==> config.mk <==
export PLATFORM = sky130hd
export DESIGN_NAME = axi_sram_write_ctrl
export DESIGN_NICKNAME = d
export VERILOG_FILES = /design/src/verilog/axi_sram_pkg.sv /design/src/verilog/axi_sram_write_ctrl.sv
export SDC_FILE = /design/constraint.sdc
export NUM_CORES = 1
export LEC_CHECK = 0
export ABC_CLOCK_PERIOD_IN_PS = 2300
export BUFFER_PORTS_ARGS = -buffer_cell sky130_fd_sc_hd__buf_4
export CAP_MARGIN = 20
export CORE_MARGIN = 4
export CORE_UTILIZATION = 35
export DETAILED_ROUTE_END_ITERATION = 7
export PLACE_DENSITY = 0.81
export SKIP_CTS_REPAIR_TIMING = 1
export SYNTH_ARGS = -nofsm -noshare
export SYNTH_HDL_FRONTEND = slang
export SYNTH_SLANG_ARGS = --single-unit
export TNS_END_PERCENT = 10
==> constraint.sdc <==
create_clock -name i_aclk -period 2.3 [get_ports i_aclk]
set_clock_uncertainty 0.15 [all_clocks]
set_input_delay 0.345 -clock i_aclk [delete_from_list [all_inputs] [get_ports i_aclk]]
set_output_delay 0.345 -clock i_aclk [all_outputs]
set_load 0.01 [all_outputs]
==> src/verilog/axi_sram_pkg.sv <==
// Shared AXI widths, codes and channel structs; imported by the SRAM slave RTL and its testbench
`default_nettype none

package axi_sram_pkg;

  // --------------------------------------------------------------------------
  // Bus widths
  // --------------------------------------------------------------------------
  localparam int AXI_ID_W   = 4;
  localparam int AXI_ADDR_W = 32;
  localparam int AXI_DATA_W = 64;
  localparam int AXI_STRB_W = AXI_DATA_W / 8;
  localparam int AXI_LEN_W  = 8;

  // Byte offset bits below the word index
  localparam int BYTE_LSB = 3;

  // --------------------------------------------------------------------------
  // Response and burst encodings
  // --------------------------------------------------------------------------
  localparam logic [1:0] RESP_OKAY   = 2'b00;
  localparam logic [1:0] RESP_SLVERR = 2'b10;

  localparam logic [1:0] BURST_FIXED = 2'b00;
  localparam logic [1:0] BURST_INCR  = 2'b01;
  localparam logic [1:0] BURST_WRAP  = 2'b10;

  // --------------------------------------------------------------------------
  // Channel payloads
  // --------------------------------------------------------------------------

  // AW and AR share one layout
  typedef struct packed {
    logic [AXI_ID_W-1:0]   id;
    logic [AXI_ADDR_W-1:0] addr;
    logic [AXI_LEN_W-1:0]  len;
    logic [2:0]            size;
    logic [1:0]            burst;
  } axi_addr_t;

  typedef struct packed {
    logic [AXI_DATA_W-1:0] data;
    logic [AXI_STRB_W-1:0] strb;
    logic                  last;
  } axi_w_t;

  typedef struct packed {
    logic [AXI_ID_W-1:0] id;
    logic [1:0]          resp;
  } axi_b_t;

  typedef struct packed {
    logic [AXI_ID_W-1:0]   id;
    logic [AXI_DATA_W-1:0] data;
    logic [1:0]            resp;
    logic                  last;
  } axi_r_t;

endpackage

`default_nettype wire

==> src/verilog/axi_sram_write_ctrl.sv <==
// AXI write-channel controller; takes AW, writes W beats into the SRAM port and returns B
`default_nettype none

module axi_sram_write_ctrl #(
  parameter int  DEPTH_WORDS = 1024,
  localparam int ADDR_W      = $clog2(DEPTH_WORDS)
) (
  input  logic                              i_aclk,
  input  logic                              i_arst_n,

  input  axi_sram_pkg::axi_addr_t           i_aw,
  input  logic                              i_awvalid,
  output logic                              o_awready,

  input  axi_sram_pkg::axi_w_t              i_w,
  input  logic                              i_wvalid,
  output logic                              o_wready,

  output axi_sram_pkg::axi_b_t              o_b,
  output logic                              o_bvalid,
  input  logic                              i_bready,

  output logic                              o_mem_we,
  output logic [ADDR_W-1:0]                 o_mem_addr,
  output logic [axi_sram_pkg::AXI_DATA_W-1:0] o_mem_wdata,
  output logic [axi_sram_pkg::AXI_STRB_W-1:0] o_mem_strb
);
  import axi_sram_pkg::*;

  typedef enum logic [1:0] {
    S_IDLE,
    S_DATA,
    S_RESP
  } state_t;

  state_t               state;
  logic [AXI_LEN_W-1:0] beat_cnt;
  logic [AXI_LEN_W-1:0] len_q;
  logic [AXI_ID_W-1:0]  id_q;
  logic [ADDR_W-1:0]    waddr_q;
  logic                 err_q;

  logic aw_fire;
  logic w_fire;
  logic b_fire;
  logic last_beat;

  assign aw_fire   = i_awvalid & o_awready;
  assign w_fire    = i_wvalid & o_wready;
  assign b_fire    = o_bvalid & i_bready;
  assign last_beat = (beat_cnt == len_q);

  // --------------------------------------------------------------------------
  // State machine
  // --------------------------------------------------------------------------
  always_ff @(posedge i_aclk or negedge i_arst_n) begin
    if (!i_arst_n) begin
      state    <= S_IDLE;
      beat_cnt <= '0;
    end else begin
      case (state)
        S_IDLE: begin
          if (aw_fire) begin
            state    <= S_DATA;
            beat_cnt <= '0;
          end
        end
        S_DATA: begin
          if (w_fire) begin
            beat_cnt <= beat_cnt + 1'b1;
            if (last_beat) state <= S_RESP;
          end
        end
        S_RESP: begin
          if (b_fire) state <= S_IDLE;
        end
        default: state <= S_IDLE;
      endcase
    end
  end

  // Burst context, captured on AW and stepped per beat
  always_ff @(posedge i_aclk) begin
    if (aw_fire) begin
      id_q    <= i_aw.id;
      len_q   <= i_aw.len;
      err_q   <= (i_aw.burst != BURST_INCR);
      waddr_q <= i_aw.addr[BYTE_LSB +: ADDR_W];
    end else if (w_fire) begin
      waddr_q <= waddr_q + 1'b1;
    end
  end

  assign o_awready = (state == S_IDLE);
  assign o_wready  = (state == S_DATA);
  assign o_bvalid  = (state == S_RESP);
  assign o_b.id    = id_q;
  assign o_b.resp  = err_q ? RESP_SLVERR : RESP_OKAY;

  // Error bursts never reach the array
  assign o_mem_we    = w_fire & ~err_q;
  assign o_mem_addr  = waddr_q;
  assign o_mem_wdata = i_w.data;
  assign o_mem_strb  = i_w.strb;

  // --------------------------------------------------------------------------
  // Checks
  // --------------------------------------------------------------------------
  a_wlast_match: assert property (
    @(posedge i_aclk) disable iff (!i_arst_n)
    w_fire |-> (i_w.last == last_beat)
  ) else $error("wlast does not match the burst length");

  a_aw_hold: assert property (
    @(posedge i_aclk) disable iff (!i_arst_n)
    (i_awvalid && !o_awready) |=> (i_awvalid && $stable(i_aw))
  ) else $error("AW request changed before handshake");

endmodule

`default_nettype wire

==> out/results.txt, run 1 <==
Area contributors post-synth -> edfxtp_1 (33%), buf_4 (26%), dfrtp_1 (12%), xnor2_1 (7.5%), nand2_1 (3.0%)
setup TNS -> 0 ns
Syn Nets -> 337
hold_sp -> i_aw[9]
Post-DP HPWL -> 3.26 mm
hold endpoint -> len_q[4]$_DFFE_PP_
minimum clock period -> 2.00 ns
count of unique library cells instantiated by Yosys -> 27
reg2reg path depth -> 2
Worst Path Max Fanout -> 12
most common cell in the netlist -> buf_4
# H-tree levels -> 2
Synth async-reset ratio -> 0.303
top cells by count, synth -> buf_4 (74), edfxtp_1 (23), xnor2_1 (18)
post-synthesis average cell area -> 10.1 µm²
Core Util, Final -> 0.372
crit end category -> output pin
PwrDens -> 1180 nW/µm²
CTS tree -> built
Pleak -> 0.829 nW
io pins -> 219
Most used DFF post-synth -> edfxtp_1
Worst-Skew Late Latency -> 0.29 ns
pin count of the biggest net entering global routing -> 20
CP startpoint kind -> register
period utilization -> 0.871
Final ANT Viol Nets -> 0
Peak VDD IR -> 482 µV
sequential-to-total area share from yosys stat -> 0.448
final hold vios -> 0
vias in the first global route -> 1260
total gr overflow -> 0
port bufs -> 47
drt pass-1 iters -> 4
initial antenna violation count -> 0
CTS root buffer -> clkbuf_8
Hold Crit Class -> primary input to register
reg-to-reg slack, setup -> 0.36 ns
Post-Synthesis Cells -> 208
maximum clock path buffer count -> 2
Post-Syn Area -> 2100 µm²
Routed wire per std cell -> 16.0 µm
die height -> 85.5 µm
1st-iter DRT viols -> 45
Yosys top cell area share -> 0.329
Critical Path AT -> 1.51 ns
Initial Util -> 0.370
fraction of layout cells with a size suffix above 1 -> 0.321
CTS Buf Count -> 5
Final nets -> 315
Post-synth EDFFs -> 23
clk slew on worst S/H paths -> 0.07 ns
area leader, netlist -> edfxtp_1
Rows -> 27
Slew @ Worst Pin -> 0.962 ns
RR Endpoint -> o_mem_addr[0]$_DFFE_PP_
Layout area overhead -> 0.476%
# clock sinks -> 33
max_slew headroom -> 0.356
first-pass GRT wire length -> 6.38 mm
Core Area -> 5680 µm²
number of diodes -> 0
#FFs+latches synth -> 33
Final setup viols -> 0
Placer Congestion -> 0.718
DR vias/cell -> 4.77
MaxCap Viol Count -> 0
synthesis warning total -> 0
worst reg2reg path startpoint -> state[0]$_DFFE_PN0P_
gr usage total -> 0.111
RSZ-0062 raised after global routing -> no
Die W -> 85.5 µm
Critical Path RT -> 1.80 ns
Final Slew Violations -> 0
CP Class -> register to output pin
Routed WL -> 4.15 mm
Hold Crit Depth -> 1
FMAX -> 0.499 GHz
die area -> 7310 µm²
number of remaining DRC errors -> 0
via count -> 1236
run status -> completed
-- cell usage in the layout, fill, tap and decap left out --
cell | netlist | layout
a22o_1 | 1 | 1
and2_1 | 1 | 1
and2b_2 | 1 | 1
and3_1 | 1 | 1
buf_4 | 74 | 49
bufinv_16 | 0 | 1
clkbuf_8 | 0 | 6
clkinvlp_4 | 0 | 1
conb_1 | 1 | 1
dfrtp_1 | 10 | 10
dlygate4sd3_1 | 0 | 1
edfxtp_1 | 23 | 23
ha_1 | 2 | 2
inv_1 | 3 | 3
mux2_2 | 1 | 1
mux2i_2 | 1 | 1
nand2_1 | 17 | 17
nand2b_1 | 1 | 1
nand3_1 | 8 | 8
nand4_1 | 2 | 2
nor2_1 | 10 | 10
nor3_1 | 3 | 3
nor3b_1 | 1 | 1
nor4_1 | 6 | 6
o21ai_0 | 12 | 12
o21bai_1 | 1 | 1
or2b_1 | 1 | 1
xnor2_1 | 18 | 18
xor2_1 | 4 | 4
-- critical path, stage by stage, from the launching register on --
cell     delay [ns]
dfrtp_1        0.50
or2b_1         0.29
inv_1          0.12
nand2_1        0.09
nor2_1         0.10
buf_4          0.13
-- power breakdown --
| group | leakage, nW | internal (mW) | switching (mW) | total [mW] |
|---|---|---|---|---|
| clock | 0.0574 | 0.352 | 0.221 | 0.573 |
| sequential | 0.340 | 0.893 | 0.224 | 1.12 |
| combinational | 0.431 | 0.425 | 0.379 | 0.804 |
-- metal layers --
| layer | global-route usage | up-vias | part of all wire | wire, µm |
|---|---|---|---|---|
| met3 | 0.0548 | 8 | 0.11 | 469 |
| li1 | - | 571 | - | - |
| met1 | 0.111 | 567 | 0.35 | 1450 |
| met5 | 0 | - | 0 | 0 |
| met4 | 0.0446 | 0 | 0.012 | 49 |
| met2 | 0.194 | 90 | 0.52 | 2180 |
-- worst max-delay path by stage --
stage,startpoint,end,cells after the start
finish,state[1]$_DFFE_PN0P_,o_mem_we,5
global route,state[1]$_DFFE_PN0P_,o_mem_we,5
CTS,state[1]$_DFFE_PN0P_,o_mem_we,5
detailed placement,state[0]$_DFFE_PN0P_,o_mem_addr[9]$_DFFE_PP_,2
global placement,state[0]$_DFFE_PN0P_,o_mem_addr[4]$_DFFE_PP_,2
floorplan,state[0]$_DFFE_PN0P_,o_mem_addr[0]$_DFFE_PP_,5
-- per-stage QoR --
step | cells | total power [mW] | hold WS [ns] | area [µm²] | setup slack [ns]
after floorplan | 208 | 1.73 | -0.101 | 2100 | 0.566
after global placement | 250 | 1.91 | 0.0316 | 1980 | 0.377
after detailed placement | 250 | 1.94 | 0.0350 | 1980 | 0.352
after CTS | 258 | 2.52 | -0.278 | 2100 | 0.292
after global routing | 259 | 2.66 | 0.0650 | 2110 | 0.164
final | 259 | 2.49 | 0.0842 | 2110 | 0.297
-- cells by family (layout without fill, tap and decap cells) --
kind of cell | count (synthesis) | count (layout) | share of synthesized area
AOI/OAI and AO/OA | 14 | 14 | 0.0363
DFF | 33 | 33 | 0.448
muxes | 2 | 2 | 0.0119
buffers and inverters | 82 | 61 | 0.280
adders and majority gates | 2 | 2 | 0.0119
and+or+nand+nor | 52 | 52 | 0.118
xor gates and xnor gates | 22 | 22 | 0.0917
other | 1 | 1 | 0.00178
-- area by class of cell --
class                   instances  area [µm²]
well taps                      72        90.1
repair buffers                 50         378
inverters                       3        11.3
flip-flops and latches         33         941
clock buffers                   6        82.6
multi-input cells              93         572
fillers                       573        3560
clock inverters                 2        37.5
-- registers in the layout, indices dropped and copies added (netlist names) --
name	cells
o_mem_addr	10
state	2
id_q	4
err_q	1
beat_cnt	8
len_q	8
No activity file was read; power rests on OpenSTA's default activity.
==> inputs of run 2 (changes only) <==
CORE_UTILIZATION = 36   (was 35)
PLACE_DENSITY = 0.83   (was 0.81)
==> run 2 against run 1 <==
  * Sequential share of layout area increased by 0.11 points
  * Combinational power increased by 1%
  * Final area decreased by 0.24%
  * Register-to-register slack got worse by 0.02 ns
  * Hold slack got worse by 0.0034 ns
  * Largest power group unchanged
==> out/results.txt, run 2 (synthesized netlist as in run 1, its figures left out) <==
run status -> completed
Slew @ Worst Pin -> 0.969 ns (+0.00759 ns)
delay of the slowest critical-path stage -> 0.50 ns (about the same)
fraction of layout cells with a size suffix above 1 -> 0.321 (unchanged)
setup TNS -> 0 ns (unchanged)
gr usage total -> 0.111 (+0.000401)
number of diodes -> 0 (unchanged)
Routed WL -> 4.06 mm (-2.2%)
CTS root buffer -> clkbuf_8
Final Slew Violations -> 0 (unchanged)
maximum clock path buffer count -> 2 (unchanged)
FMAX -> 0.496 GHz (-0.63%)
max_slew headroom -> 0.351 (-0.00508)
Core Util, Final -> 0.378 (+0.00587)
CTS tree -> built
Final setup viols -> 0 (unchanged)
# H-tree levels -> 2 (unchanged)
minimum clock period -> 2.02 ns (+0.0126 ns)
total gr overflow -> 0 (unchanged)
via count -> 1225 (-0.89%)
PwrDens -> 1180 nW/µm² (about the same)
RSZ-0062 raised after global routing -> no
initial antenna violation count -> 0 (unchanged)
crit end category -> output pin
CP Class -> register to output pin
Pwr Total -> 2.49 mW (-0.26%)
Die W -> 84.4 µm (-1.3%)
# clock sinks -> 33 (unchanged)
Core Area -> 5570 µm² (-1.8%)
MaxCap Viol Count -> 0 (unchanged)
Initial Util -> 0.377 (+0.00673)
Placer Congestion -> 0.792 (+10%)
CTS Buf Count -> 5 (unchanged)
critical path's slowest cell -> dfrtp_1
most common cell after layout, fill and taps aside -> buf_4
fillers -> 547 (-4.5%)
number of remaining DRC errors -> 0 (unchanged)
reg2reg path depth -> 2 (unchanged)
1st-iter DRT viols -> 39 (-13%)
Rows -> 27 (unchanged)
pin count of the biggest net entering global routing -> 21 (+5.0%)
Storage cell area -> 941 µm² (unchanged)
Critical Path AT -> 1.52 ns (about the same)
Pleak -> 0.826 nW (-0.37%)
Worst Path Max Fanout -> 12 (unchanged)
Final ANT Viol Nets -> 0 (unchanged)
final hold vios -> 0 (unchanged)
CP cell instances -> or2b_1 -> inv_1 -> nand2_1 -> nor2_1 -> buf_4
DR vias/cell -> 4.73 (-0.89%)
port bufs -> 47 (unchanged)
first-pass GRT wire length -> 6.22 mm (-2.5%)
Worst-Skew Late Latency -> 0.29 ns (about the same)
max reg flops -> 10 (unchanged)
Hold Crit Class -> primary input to register
die area -> 7130 µm² (-2.5%)
drt pass-1 iters -> 4 (unchanged)
Hold Crit Depth -> 1 (unchanged)
Post-DP HPWL -> 3.10 mm (-4.8%)
Routed wire per std cell -> 15.7 µm (-2.2%)
commonest cells after routing, fill and taps aside -> buf_4 (49), edfxtp_1 (23), xnor2_1 (18)
die height -> 84.4 µm (-1.3%)
Final nets -> 315 (unchanged)
vias in the first global route -> 1203 (-4.5%)
clk slew on worst S/H paths -> 0.07 ns (about the same)
period utilization -> 0.876 (+0.00549)
Critical Path RT -> 1.80 ns (about the same)
Multi-input gate area -> 572 µm² (unchanged)
io pins -> 219 (unchanged)
CP startpoint kind -> register
Peak VDD IR -> 535 µV (+11%)
Layout area overhead -> 0.238%
run 2: cell count changes in the layout (fill, tap and decap cells not counted), sizes merged:
cell,change
clkbuf,-1
clkinv,+1
run 2: cell type report:
| class | instances | share of cell area |
|---|---|---|
| flip-flops and latches | 33 | 0.447 |
| multi-input cells | 93 | 0.271 |
| repair buffers | 50 | 0.179 |
| well taps | 72 | 0.0428 |
| clock buffers | 5 | 0.0327 |
| clock inverters | 3 | 0.0220 |
| inverters | 3 | 0.00534 |
run 2: report_power, final:
group / total, mW / switching (mW) / internal, mW / leakage, nW
sequential: 1.11 / 0.221 / 0.893 / 0.340
clock: 0.557 / 0.233 / 0.324 / 0.0543
combinational: 0.816 / 0.391 / 0.425 / 0.431
total: 2.49 / 0.845 / 1.64 / 0.826
run 2: metrics by stage:
| stage | hold slack (ns) | cell area, µm² | setup WS (ns) | instances |
|---|---|---|---|---|
| 3_5_place_dp | 0.0321 | 1980 | 0.335 | 250 |
| 5_1_grt | 0.0584 | 2110 | 0.177 | 259 |
| 6_report | 0.0808 | 2110 | 0.285 | 259 |
| 3_3_place_gp | 0.0313 | 1980 | 0.384 | 250 |
| 4_1_cts | -0.284 | 2100 | 0.275 | 258 |
| 2_1_floorplan | -0.101 | 2100 | 0.566 | 208 |
run 2: routing by layer:
layer  track usage  vias to the layer above  share of wire
li1              -                      569              -
met1         0.118                      548           0.37
met2         0.179                       86           0.48
met3        0.0569                       22           0.12
met4        0.0590                        0          0.029
met5             0                        -              0
run 2: path summary, 6_finish.rpt:
check                                     endpoint                    start  slack, ns
hold / removal                  len_q[4]$_DFFE_PP_                  i_aw[9]       0.08
hold reg to reg            beat_cnt[7]$_DFFE_PN0P_  beat_cnt[7]$_DFFE_PN0P_       0.42
max in group asynchronous     state[1]$_DFFE_PN0P_                 i_arst_n       1.59
min in group asynchronous  beat_cnt[7]$_DFFE_PN0P_                 i_arst_n       0.26
setup / recovery                          o_mem_we     state[1]$_DFFE_PN0P_       0.28
setup reg to reg           o_mem_addr[1]$_DFFE_PP_     state[0]$_DFFE_PN0P_       0.34
run 2: worst max-delay path: cells and delay by family, from the launching register on:
kind,cells,cell delay [ns]
DFF,1,0.50
buffers and inverters,2,0.25
and+or+nand+nor,3,0.48
