**src/verilog/axi_sram_pkg.sv**
```systemverilog
// Shared AXI widths, codes and channel structs; imported by the SRAM slave RTL and its testbench
`default_nettype none

package axi_sram_pkg;

  // --------------------------------------------------------------------------
  // Bus widths
  // --------------------------------------------------------------------------
  localparam int AXI_ID_W   = 4;
  localparam int AXI_ADDR_W = 32;
  localparam int AXI_DATA_W = 64;
  localparam int AXI_STRB_W = AXI_DATA_W / 8;
  localparam int AXI_LEN_W  = 8;

  // Byte offset bits below the word index
  localparam int BYTE_LSB = 3;

  // --------------------------------------------------------------------------
  // Response and burst encodings
  // --------------------------------------------------------------------------
  localparam logic [1:0] RESP_OKAY   = 2'b00;
  localparam logic [1:0] RESP_SLVERR = 2'b10;

  localparam logic [1:0] BURST_FIXED = 2'b00;
  localparam logic [1:0] BURST_INCR  = 2'b01;
  localparam logic [1:0] BURST_WRAP  = 2'b10;

  // --------------------------------------------------------------------------
  // Channel payloads
  // --------------------------------------------------------------------------

  // AW and AR share one layout
  typedef struct packed {
    logic [AXI_ID_W-1:0]   id;
    logic [AXI_ADDR_W-1:0] addr;
    logic [AXI_LEN_W-1:0]  len;
    logic [2:0]            size;
    logic [1:0]            burst;
  } axi_addr_t;

  typedef struct packed {
    logic [AXI_DATA_W-1:0] data;
    logic [AXI_STRB_W-1:0] strb;
    logic                  last;
  } axi_w_t;

  typedef struct packed {
    logic [AXI_ID_W-1:0] id;
    logic [1:0]          resp;
  } axi_b_t;

  typedef struct packed {
    logic [AXI_ID_W-1:0]   id;
    logic [AXI_DATA_W-1:0] data;
    logic [1:0]            resp;
    logic                  last;
  } axi_r_t;

endpackage

`default_nettype wire

```
**src/verilog/axi_sram_read_ctrl.sv**
```systemverilog
// AXI read-channel controller; takes AR, fetches SRAM words beat by beat and returns R
`default_nettype none

module axi_sram_read_ctrl #(
  parameter int  DEPTH_WORDS = 1024,
  localparam int ADDR_W      = $clog2(DEPTH_WORDS)
) (
  input  logic                                i_aclk,
  input  logic                                i_arst_n,

  input  axi_sram_pkg::axi_addr_t             i_ar,
  input  logic                                i_arvalid,
  output logic                                o_arready,

  output axi_sram_pkg::axi_r_t                o_r,
  output logic                                o_rvalid,
  input  logic                                i_rready,

  output logic                                o_mem_re,
  output logic [ADDR_W-1:0]                   o_mem_addr,
  input  logic [axi_sram_pkg::AXI_DATA_W-1:0] i_mem_rdata
);
  import axi_sram_pkg::*;

  typedef enum logic [1:0] {
    S_IDLE,
    S_FETCH,
    S_SEND
  } state_t;

  state_t               state;
  logic                 re_q;
  logic [AXI_LEN_W-1:0] beat_cnt;
  logic [AXI_LEN_W-1:0] len_q;
  logic [AXI_ID_W-1:0]  id_q;
  logic [ADDR_W-1:0]    raddr_q;
  logic                 err_q;
  axi_r_t               r_q;

  logic ar_fire;
  logic r_fire;

  assign ar_fire = i_arvalid & o_arready;
  assign r_fire  = o_rvalid & i_rready;

  // --------------------------------------------------------------------------
  // State machine
  // --------------------------------------------------------------------------
  // FETCH spends one cycle on the enable and one waiting for the array output
  always_ff @(posedge i_aclk or negedge i_arst_n) begin
    if (!i_arst_n) begin
      state    <= S_IDLE;
      re_q     <= 1'b0;
      beat_cnt <= '0;
    end else begin
      re_q <= 1'b0;
      case (state)
        S_IDLE: begin
          if (ar_fire) begin
            state    <= S_FETCH;
            re_q     <= 1'b1;
            beat_cnt <= '0;
          end
        end
        S_FETCH: begin
          if (!re_q) state <= S_SEND;
        end
        S_SEND: begin
          if (r_fire) begin
            if (r_q.last) begin
              state <= S_IDLE;
            end else begin
              state    <= S_FETCH;
              re_q     <= 1'b1;
              beat_cnt <= beat_cnt + 1'b1;
            end
          end
        end
        default: state <= S_IDLE;
      endcase
    end
  end

  always_ff @(posedge i_aclk) begin
    if (ar_fire) begin
      id_q    <= i_ar.id;
      len_q   <= i_ar.len;
      err_q   <= (i_ar.burst != BURST_INCR);
      raddr_q <= i_ar.addr[BYTE_LSB +: ADDR_W];
    end else if (r_fire) begin
      raddr_q <= raddr_q + 1'b1;
    end
  end

  // R payload loads once per beat on the way into SEND
  always_ff @(posedge i_aclk) begin
    if (state == S_FETCH && !re_q) begin
      r_q.id   <= id_q;
      r_q.data <= err_q ? '0 : i_mem_rdata;
      r_q.resp <= err_q ? RESP_SLVERR : RESP_OKAY;
      r_q.last <= (beat_cnt == len_q);
    end
  end

  assign o_arready  = (state == S_IDLE);
  assign o_rvalid   = (state == S_SEND);
  assign o_r        = r_q;
  assign o_mem_re   = re_q;
  assign o_mem_addr = raddr_q;

  a_ar_hold: assert property (
    @(posedge i_aclk) disable iff (!i_arst_n)
    (i_arvalid && !o_arready) |=> (i_arvalid && $stable(i_ar))
  ) else $error("AR request changed before handshake");

endmodule

`default_nettype wire

```
**config.mk**
```make
export PLATFORM = sky130hd
export DESIGN_NAME = axi_sram_read_ctrl
export DESIGN_NICKNAME = d
export VERILOG_FILES = /design/src/verilog/axi_sram_pkg.sv /design/src/verilog/axi_sram_read_ctrl.sv
export SDC_FILE = /design/constraint.sdc
export NUM_CORES = 1
export LEC_CHECK = 0
export ABC_AREA = 1
export BUFFER_PORTS_ARGS = -buffer_cell sky130_fd_sc_hd__buf_2
export CORE_UTILIZATION = 25
export DETAILED_ROUTE_END_ITERATION = 8
export HOLD_SLACK_MARGIN = 0.15
export SYNTH_ARGS = -nofsm -noshare
export SYNTH_HDL_FRONTEND = slang
export SYNTH_SLANG_ARGS = --single-unit
```
**constraint.sdc**
```tcl
create_clock -name i_aclk -period 5.57 [get_ports i_aclk]
set_input_delay 0.557 -clock i_aclk [delete_from_list [all_inputs] [get_ports i_aclk]]
set_output_delay 0.557 -clock i_aclk [all_outputs]
set_load 0.02 [all_outputs]
```
==> impl_metrics.env, run 1 <==
export IMPL_syn_nets=501
export IMPL_drt_first_pass_iters=4
export IMPL_die_w_um=133.3
export IMPL_power_switching_mw=0.9339
export IMPL_num_nets_final=680
export IMPL_share_comb_of_total_power_pct=29.6
export IMPL_synth_distinct_cells=29
export IMPL_fillerInstances=1728
export IMPL_worst_path_cell_chain="inv_1 > nor2_2 > buf_2"
export IMPL_post_place_ws_ns=3.701
export IMPL_initial_utilization_pct=25.81
export IMPL_register_area_um2=3068
export IMPL_worst_path_largest_cell_delay_ns=0.45
export IMPL_fmax_ghz=0.4991
export IMPL_final_hold_violation_count=0
export IMPL_run_status="complete, no violations"
export IMPL_power_density_nw_per_um2=462.3
export IMPL_required_ns=5.01
export IMPL_tritoncts="built"
export IMPL_maxSlewViolCount=0
export IMPL_post_drt_via_cell_ratio=3.902
export IMPL_finalWeightedCongestion=0.7683
export IMPL_root_buffer="clkbuf_16"
export IMPL_fraction_of_layout_instances_using_a_drive_strength_above_1_pct=35.87
export IMPL_final_min_clock_period_ns=2.004
export IMPL_critPathBufInv=2
export IMPL_syn_avg_cell_area_um2=11.28
export IMPL_area_growth_synth_to_final_pct=33.24
export IMPL_buffers_inserted_during_post_cts_setup_optimization=0
export IMPL_total_routed_wirelength_um=9151
export IMPL_mostFrequentLayoutCells="buf_2 (174), edfxtp_1 (93), inv_1 (77)"
export IMPL_sequential_cell_area_fraction_in_the_yosys_report_pct=71.18
export IMPL_power_report_internal_total_mw=1.721
export IMPL_swShare_pct=35.17
export IMPL_syn_area_um2=4310
export IMPL_antenna_violations_before_repair=3
export IMPL_unrepaired_setup_endpoints_after_global_routing="false"
export IMPL_setup_worst_path_class="register to output port"
export IMPL_most_common_cell_after_layout_fill_and_taps_aside="buf_2"
export IMPL_first_iter_violations=105
export IMPL_clkSlewWorstSetupHoldPaths_ns=0.07
export IMPL_fin_tns_setup_ns=0
export IMPL_post_route_setup_slack_ns=3.566
export IMPL_count_of_antenna_violating_nets_left_after_detailed_routing=0
export IMPL_placedInstanceArea_um2=5440
export IMPL_path_max_fanout=8
export IMPL_via_count_of_the_first_global_routing_pass=2810
export IMPL_cts_buffers_inserted=9
export IMPL_floorplan_die_area_um2=17770
export IMPL_grt_pass1_wl_um=14150
export IMPL_worstSetupEndpointType="output port"
export IMPL_path_type_of_the_worst_min_delay_path="input pin to register"
export IMPL_worst_ep_arrival_time_ns=1.45
export IMPL_place_port_buffers=174
export IMPL_multi_input_comb_area_um2=902.1
export IMPL_tritoncts_num_sinks=104
export IMPL_clockPowerShare_pct=23.7
export IMPL_power_frac_seq_pct=46.7
export IMPL_core_area_um2=16700
export IMPL_synth_cells=382
export IMPL_worst_clock_skew_ns=0.005912
export IMPL_critical_path_startpoint_type="register"
export IMPL_globalRoute_totalOverflow=0
export IMPL_boundaryPins=201
export IMPL_ys_warnings_count=0
export IMPL_period_share_pct=35.97
export IMPL_hpwlAfterDp_um=6458
export IMPL_critPathTopFamily="flip-flops"
export IMPL_h_tree_depth=3
export IMPL_worst_slew_pin_transition_ns=0.6844
export IMPL_max_cap_viol_count=0
export IMPL_number_of_register_bits_inferred_by_synthesis=104
export IMPL_route_detailed_drc=0
export IMPL_floorplan_rows=47
export IMPL_timing_slew_headroom_pct=54.37
export IMPL_grt_max_degree=49
export IMPL_worst_skew_pair_later_pin_latency_ns=0.34
export IMPL_final_number_of_setup_violating_endpoints=0
export IMPL_grt_usage_pct=10.52
export IMPL_die_y_um=133.3
export IMPL_static_leakage_power_nw=2.662
export IMPL_irDropWorstVdd_mv=0.2325
export IMPL_dr_total_vias=3071
export IMPL_finish_instance_area_um2=5743
export IMPL_wire_per_inst_um=11.63
export IMPL_crit_path_top_delay_cell="dfrtp_1"
export IMPL_maximum_clock_insertion_buffer_count=2
state kept, by name, summed over array words and instances (netlist names):
name,count
len_q,8
state,2
beat_cnt,8
id_q,4
err_q,1
o_r,70
o_mem_addr,10
o_mem_re,1
final timing paths:
check,startpoint,to,slack [ns],cells past startpoint
max,state[1],o_rvalid,3.57,3
min,i_ar[5],len_q[0],0.38,1
max reg2reg,err_q,o_r[7],3.81,2
min reg2reg,id_q[2],o_r[69],0.42,0
max in group asynchronous,i_arst_n,beat_cnt[4],4.74,2
min in group asynchronous,i_arst_n,beat_cnt[0],0.61,2
cell families (layout without fill, tap and decap cells):
family,after synthesis,after routing,synth area share (%)
and+or+nand+nor,161,161,15.85
AOI/OAI and AO/OA,14,14,1.916
other,1,2,0.08700
adders and majority gates,2,2,0.5805
DFF,104,104,71.18
buffers and inverters,89,273,8.157
xor gates and xnor gates,11,11,2.235
through the flow:
step | utilization [%] | hold slack [ns] | instances | power, mW
floorplan | - | 0.2614 | 382 | 1.771
global placement | 32.57 | 0.4010 | 769 | 2.052
detailed placement | 32.57 | 0.4052 | 769 | 2.061
CTS | 34.37 | 0.3627 | 786 | 2.702
global route | 34.39 | 0.3619 | 787 | 2.812
finish | 34.39 | 0.3830 | 787 | 2.655
power by group through the flow:
stage	clock network, mW	registers (mW)	logic [mW]
floorplan	0	1.48	0.293
global placement	0	1.26	0.796
detailed placement	0	1.26	0.802
CTS	0.655	1.24	0.803
global route	0.687	1.27	0.860
finish	0.629	1.24	0.785
per-layer routing:
metal / part of all wire (%) / global-route usage (%)
met1: 46 / 13.15
met2: 44 / 16.29
met3: 8.0 / 3.767
met4: 1.6 / 4.735
met5: 0.14 / 0
cells in the mapped netlist, drive strengths merged:
cell type	n	area, um2
nand3b	3	22.52
dfrtp	11	275.3
buf	8	42.54
nor3	2	10.01
o21ai	8	47.54
xnor2	9	78.83
o21bai	2	15.01
or2	2	12.52
nand2	59	236.5
a21oi	4	20.02
conb	1	3.750
inv	79	301.5
ha	2	25.02
nor2	76	300.3
clkbuf	2	7.510
xor2	2	17.52
edfxtp	93	2793
nand4	5	31.28
nand3	14	70.07
timing repair:
item                                   in CTS  in global routing
hold buffers                                1                  0
resized for setup                           0                  0
endpoints found under the hold margin      11                  0
cell type report:
type / instances / area share [%]
multi-input cells: 189 / 15.71
repair buffers: 178 / 15.73
clock inverters: 5 / 1.002
clock buffers: 11 / 4.052
diodes: 1 / 0.04357
inverters: 79 / 5.251
flip-flops and latches: 104 / 53.42
well taps: 220 / 4.793
Power figures use the tool's default switching activity.
==> run 2: changes to the inputs <==
Settings changed: ABC_AREA 1 to 0.
Clock period 5.57 ns to 1.8 ns, I/O delays scaled along.
==> impl_metrics.env, run 2 <==
export IMPL_run_status="complete, no violations"
export IMPL_final_hold_violation_count=0
export IMPL_post_route_setup_slack_ns=0.1613
export IMPL_netlist_top_cells_count="edfxtp_1 (93), nor2b_1 (65), nand2_1 (18)"
export IMPL_unrepaired_setup_endpoints_after_global_routing="false"
export IMPL_maximum_clock_insertion_buffer_count=2
export IMPL_synth_top_cells_by_area="edfxtp_1 (66%), nor2b_1 (9.7%), dfrtp_1 (6.5%)"
export IMPL_yosysMostFrequentCell="edfxtp_1"
export IMPL_grt_pass1_wl_um=16460
export IMPL_finish_instance_area_um2=6496
export IMPL_max_cap_viol_count=0
export IMPL_maxSlewViolCount=0
export IMPL_boundaryPins=201
export IMPL_number_of_synthesized_flops_with_an_enable_pin=93
export IMPL_synth_distinct_cells=42
export IMPL_static_leakage_power_nw=2.638
export IMPL_via_count_of_the_first_global_routing_pass=3246
export IMPL_ctsResizeCount=0
export IMPL_synthArstFlopShare_pct=10.58
export IMPL_wire_per_inst_um=13.17
export IMPL_irDropWorstVdd_mv=0.9247
export IMPL_yosysTopAreaCellShare_pct=66.45
export IMPL_most_common_cell_after_layout_fill_and_taps_aside="buf_2"
export IMPL_multi_input_comb_area_um2=1050
export IMPL_tritoncts_num_sinks=104
export IMPL_cts_buffers_inserted=9
export IMPL_place_port_buffers=174
export IMPL_fraction_of_layout_instances_using_a_drive_strength_above_1_pct=37.75
export IMPL_path_type_of_the_worst_min_delay_path="input pin to register"
export IMPL_first_iter_violations=119
export IMPL_syn_area_um2=4203
export IMPL_mostFrequentLayoutCells="buf_2 (174), edfxtp_1 (93), dlygate4sd3_1 (79)"
export IMPL_antenna_diode_count=0
export IMPL_critical_path_startpoint_type="register"
export IMPL_setup_worst_path_class="register to register"
export IMPL_path_max_fanout=17
export IMPL_synth_ff_type="edfxtp_1"
export IMPL_die_w_um=131.7
export IMPL_fmax_ghz=0.6102
export IMPL_drt_first_pass_iters=4
export IMPL_finalWeightedCongestion=0.8623
export IMPL_tritoncts="built"
export IMPL_total_routed_wirelength_um=10160
export IMPL_area_growth_synth_to_final_pct=54.57
export IMPL_number_of_register_bits_inferred_by_synthesis=104
export IMPL_post_drt_via_cell_ratio=4.128
export IMPL_count_of_antenna_violating_nets_left_after_detailed_routing=0
export IMPL_power_density_nw_per_um2=1315
export IMPL_hpwlAfterDp_um=6884
export IMPL_grt_max_degree=66
export IMPL_fillerInstances=1578
export IMPL_placedInstanceArea_um2=5396
export IMPL_worst_clock_skew_ns=0.006911
export IMPL_core_area_um2=16520
export IMPL_num_nets_final=665
export IMPL_required_ns=1.91
export IMPL_grt_usage_pct=12.19
export IMPL_final_number_of_setup_violating_endpoints=0
export IMPL_worstSetupEndpointType="register"
export IMPL_syn_nets=407
export IMPL_worstRegToRegCells=4
export IMPL_utilization_pct=39.31
export IMPL_final_min_clock_period_ns=1.639
export IMPL_ys_warnings_count=0
export IMPL_clkSlewWorstSetupHoldPaths_ns=0.07
export IMPL_whs_path_depth=2
export IMPL_worst_ep_arrival_time_ns=1.74
export IMPL_period_share_pct=91.04
export IMPL_floorplan_die_area_um2=17330
export IMPL_syn_avg_cell_area_um2=14.59
export IMPL_antenna_violations_before_repair=0
export IMPL_die_y_um=131.7
export IMPL_root_buffer="clkbuf_16"
export IMPL_initial_utilization_pct=25.43
export IMPL_post_place_ws_ns=0.1187
export IMPL_total_power_mw=8.541
export IMPL_synth_cells=288
export IMPL_globalRoute_totalOverflow=0
export IMPL_dr_total_vias=3183
export IMPL_worst_skew_pair_later_pin_latency_ns=0.35
export IMPL_h_tree_depth=3
export IMPL_sequential_cell_area_fraction_in_the_yosys_report_pct=73.00
export IMPL_largest_register_ff_count=70
export IMPL_synth_top_cell_by_area="edfxtp_1"
export IMPL_register_area_um2=3069
export IMPL_floorplan_rows=47
export IMPL_route_detailed_drc=0
==> run 2: where the power goes <==
group | leakage (nW) | switching, mW | internal [mW]
Combinational | 1.46 | 1.71 | 0.958
Sequential | 1.03 | 0.308 | 3.53
Clock | 0.149 | 0.932 | 1.11
Total | 2.64 | 2.95 | 5.59
==> run 2: worst max-delay path: stages (launching register included) <==
cell and delay (ns):
dfrtp_1 0.43, or3b_1 0.47, inv_2 0.22, buf_12 0.18, o21ai_0 0.08
==> run 2: path summary, 6_finish.rpt <==
path	from	end	slack [ns]
worst max-delay path	state[0]	o_mem_addr[4]	0.16
worst min-delay path	i_mem_rdata[48]	o_r[51]	0.16
worst max register to register	state[0]	o_mem_addr[4]	0.16
worst min register to register	id_q[2]	o_r[69]	0.43
max in group asynchronous	i_arst_n	o_mem_re	1.35
min in group asynchronous	i_arst_n	beat_cnt[1]	0.23
==> run 2: cells by family after synthesis <==
group | synth area share, %
AND/OR/NAND/NOR | 17.12
adder cells (fa/ha/maj) | 0.5953
other | 0.08923
XOR/XNOR | 2.293
buffers and inverters | 2.292
multiplexers | 1.250
flip-flops | 73.00
AO/OA/AOI/OAI | 3.364
==> run 2: cell type report <==
cell class / count / share of cell area (%)
Clock buffer: 9 / 3.467
Clock inverter: 7 / 1.290
Inverter: 5 / 0.2889
Multi-Input combinational cell: 163 / 16.16
Sequential cell: 104 / 47.25
Tap cell: 220 / 4.237
Timing Repair Buffer: 263 / 27.31
==> run 2: timing repair <==
action	CTS	global route
endpoints found under the setup margin	0	0
hold buffers	79	0
endpoints found under the hold margin	88	0
buffers inserted	0	0
==> run 2: metal layers <==
| metal | up-vias | global-route usage, % | wire (um) |
|---|---|---|---|
| met4 | 0 | 5.103 | 208 |
| li1 | 1548 | - | - |
| met5 | - | 0 | 0 |
| met1 | 1486 | 13.54 | 4138 |
| met2 | 131 | 21.66 | 5211 |
| met3 | 18 | 3.472 | 599 |
==> run 2: stage by stage <==
step / std cells / hold slack, ns / setup TNS (ns)
CTS: 771 / 0.1504 / 0
global route: 771 / 0.1563 / 0
global placement: 676 / 0.06422 / 0
detailed placement: 676 / 0.06781 / 0
finish: 771 / 0.1606 / 0
floorplan: 288 / -0.1156 / -67.94
==> run 3: changes to the inputs <==
Settings changed: CELL_PAD_IN_SITES_DETAIL_PLACEMENT set to 1, CELL_PAD_IN_SITES_GLOBAL_PLACEMENT set to 2, PLACE_DENSITY_LB_ADDON set to 0.2.
==> impl_metrics.env, run 3 (synthesis gave the netlist of run 2 again) <==
export IMPL_utilization_pct=39.60
export IMPL_critical_path_startpoint_type="register"
export IMPL_run_status="complete, no violations"
export IMPL_worstRegToRegCells=4
export IMPL_power_switching_mw=2.933
export IMPL_required_ns=1.86
export IMPL_floorplan_die_area_um2=17330
export IMPL_tritoncts="built"
export IMPL_worstSetupEndpointType="register"
export IMPL_drt_first_pass_iters=4
export IMPL_path_type_of_the_worst_min_delay_path="input pin to register"
export IMPL_power_frac_seq_pct=44.1
export IMPL_irDropWorstVdd_mv=0.6100
export IMPL_final_hold_violation_count=0
export IMPL_ctsResizeCount=0
export IMPL_initial_utilization_pct=25.43
export IMPL_finalWeightedCongestion=0.7414
export IMPL_antenna_violations_before_repair=0
export IMPL_cts_buffers_inserted=9
export IMPL_floorplan_rows=47
export IMPL_boundaryPins=201
export IMPL_share_comb_of_total_power_pct=31.3
export IMPL_route_detailed_drc=0
export IMPL_power_density_nw_per_um2=1324
export IMPL_max_cap_viol_count=0
export IMPL_final_number_of_setup_violating_endpoints=0
export IMPL_hpwlAfterDp_um=7656
export IMPL_area_growth_synth_to_final_pct=55.70
export IMPL_total_routed_wirelength_um=11040
export IMPL_period_share_pct=90.89
export IMPL_via_count_of_the_first_global_routing_pass=3319
export IMPL_antenna_diode_count=0
export IMPL_global_route_usage_met2_pct=21.87
export IMPL_clockPowerShare_pct=24.5
export IMPL_largest_register_ff_count=70
export IMPL_place_port_buffers=174
export IMPL_grt_pass1_wl_um=17600
export IMPL_num_nets_final=671
export IMPL_min_from="i_ar[19]"
export IMPL_static_leakage_power_nw=2.664
export IMPL_setup_worst_path_class="register to register"
export IMPL_dr_total_vias=3224
export IMPL_h_tree_depth=3
export IMPL_hold_path_end="o_mem_addr[3]"
export IMPL_final_min_clock_period_ns=1.636
export IMPL_count_of_antenna_violating_nets_left_after_detailed_routing=0
export IMPL_worst_ep_arrival_time_ns=1.70
export IMPL_die_w_um=131.7
export IMPL_buffers_inserted_during_post_cts_setup_optimization=0
export IMPL_root_buffer="clkbuf_16"
export IMPL_dp_cells=680
export IMPL_path_max_fanout=13
export IMPL_fraction_of_layout_instances_using_a_drive_strength_above_1_pct=38.06
export IMPL_worst_clock_skew_ns=0.008289
export IMPL_rr_endpoint="o_mem_addr[1]"
export IMPL_most_common_cell_after_layout_fill_and_taps_aside="buf_2"
export IMPL_tritoncts_num_sinks=104
export IMPL_maxSlewViolCount=0
export IMPL_maximum_clock_insertion_buffer_count=2
export IMPL_worst_skew_pair_later_pin_latency_ns=0.35
export IMPL_first_iter_violations=120
export IMPL_swShare_pct=33.84
export IMPL_whs_path_depth=3
export IMPL_r2r_setup_slk_ns=0.16
export IMPL_wire_per_inst_um=14.21
export IMPL_power_report_internal_total_mw=5.734
export IMPL_grt_max_degree=71
export IMPL_final_cells=777
export IMPL_grt_busiest_layer="met2"
export IMPL_core_area_um2=16520
export IMPL_cts_hold_buffers_added=81
export IMPL_clkSlewWorstSetupHoldPaths_ns=0.07
export IMPL_crit_reg2reg_launch="state[0]"
export IMPL_grt_usage_pct=13.22
export IMPL_grt_met1_usage_pct=16.42
export IMPL_mostFrequentLayoutCells="buf_2 (174), edfxtp_1 (93), dlygate4sd3_1 (81)"
export IMPL_use_met3_pct=3.279
export IMPL_globalRoute_totalOverflow=0
export IMPL_unrepaired_setup_endpoints_after_global_routing="false"
export IMPL_post_drt_via_cell_ratio=4.149
export IMPL_fmax_ghz=0.6113
export IMPL_die_y_um=131.7
run 3: per-stage QoR:
stage                     setup WS (ns)  cell area, um2  hold WS [ns]  total power, mW  TNS [ns]
after detailed placement         0.1673            5414       0.08199            6.518         0
after CTS                        0.1430            6544        0.1504            8.809         0
after global placement           0.1774            5414       0.08146            6.471         0
final                            0.1641            6544        0.1608            8.667         0
after global routing            0.05004            6544        0.1610            9.146         0
after floorplan                 -0.9603            4215       -0.1156            5.449    -67.94
run 3: cell type report:
type,instances,area (um2)
clock buffers,9,225.2
clock inverters,7,93.84
fillers,1816,9981
inverters,5,18.77
multi-input cells,163,1050
flip-flops and latches,104,3069
well taps,220,275.3
repair buffers,269,1812
run 3: how the worst max path moves through the flow:
| stage | start | to | slack, ns |
|---|---|---|---|
| after floorplan | o_mem_re | o_r[0] | -0.96 |
| after global placement | state[0] | o_mem_addr[2] | 0.18 |
| after detailed placement | state[0] | len_q[3] | 0.17 |
| after CTS | state[0] | o_mem_addr[7] | 0.14 |
| after global routing | state[0] | o_mem_addr[7] | 0.05 |
| final | state[0] | o_mem_addr[1] | 0.16 |
run 3: routing by layer:
metal  wire length [um]  up-vias
met3                588       13
li1                   -     1562
met1               4988     1538
met2               5285      111
met4                179        0
met5                  0        -
run 3: critical path, stage by stage, from the launching register on:
cell and delay, ns:
dfrtp_1 0.43, or3b_1 0.46, buf_4 0.21, nand2_1 0.11, buf_12 0.14
run 3: power by group through the flow:
stage	logic (mW)	registers, mW	clock network (mW)
after floorplan	0.902	4.55	0
after global placement	2.60	3.87	0
after detailed placement	2.63	3.89	0
after CTS	2.78	3.84	2.19
after global routing	2.95	3.90	2.29
final	2.72	3.83	2.12
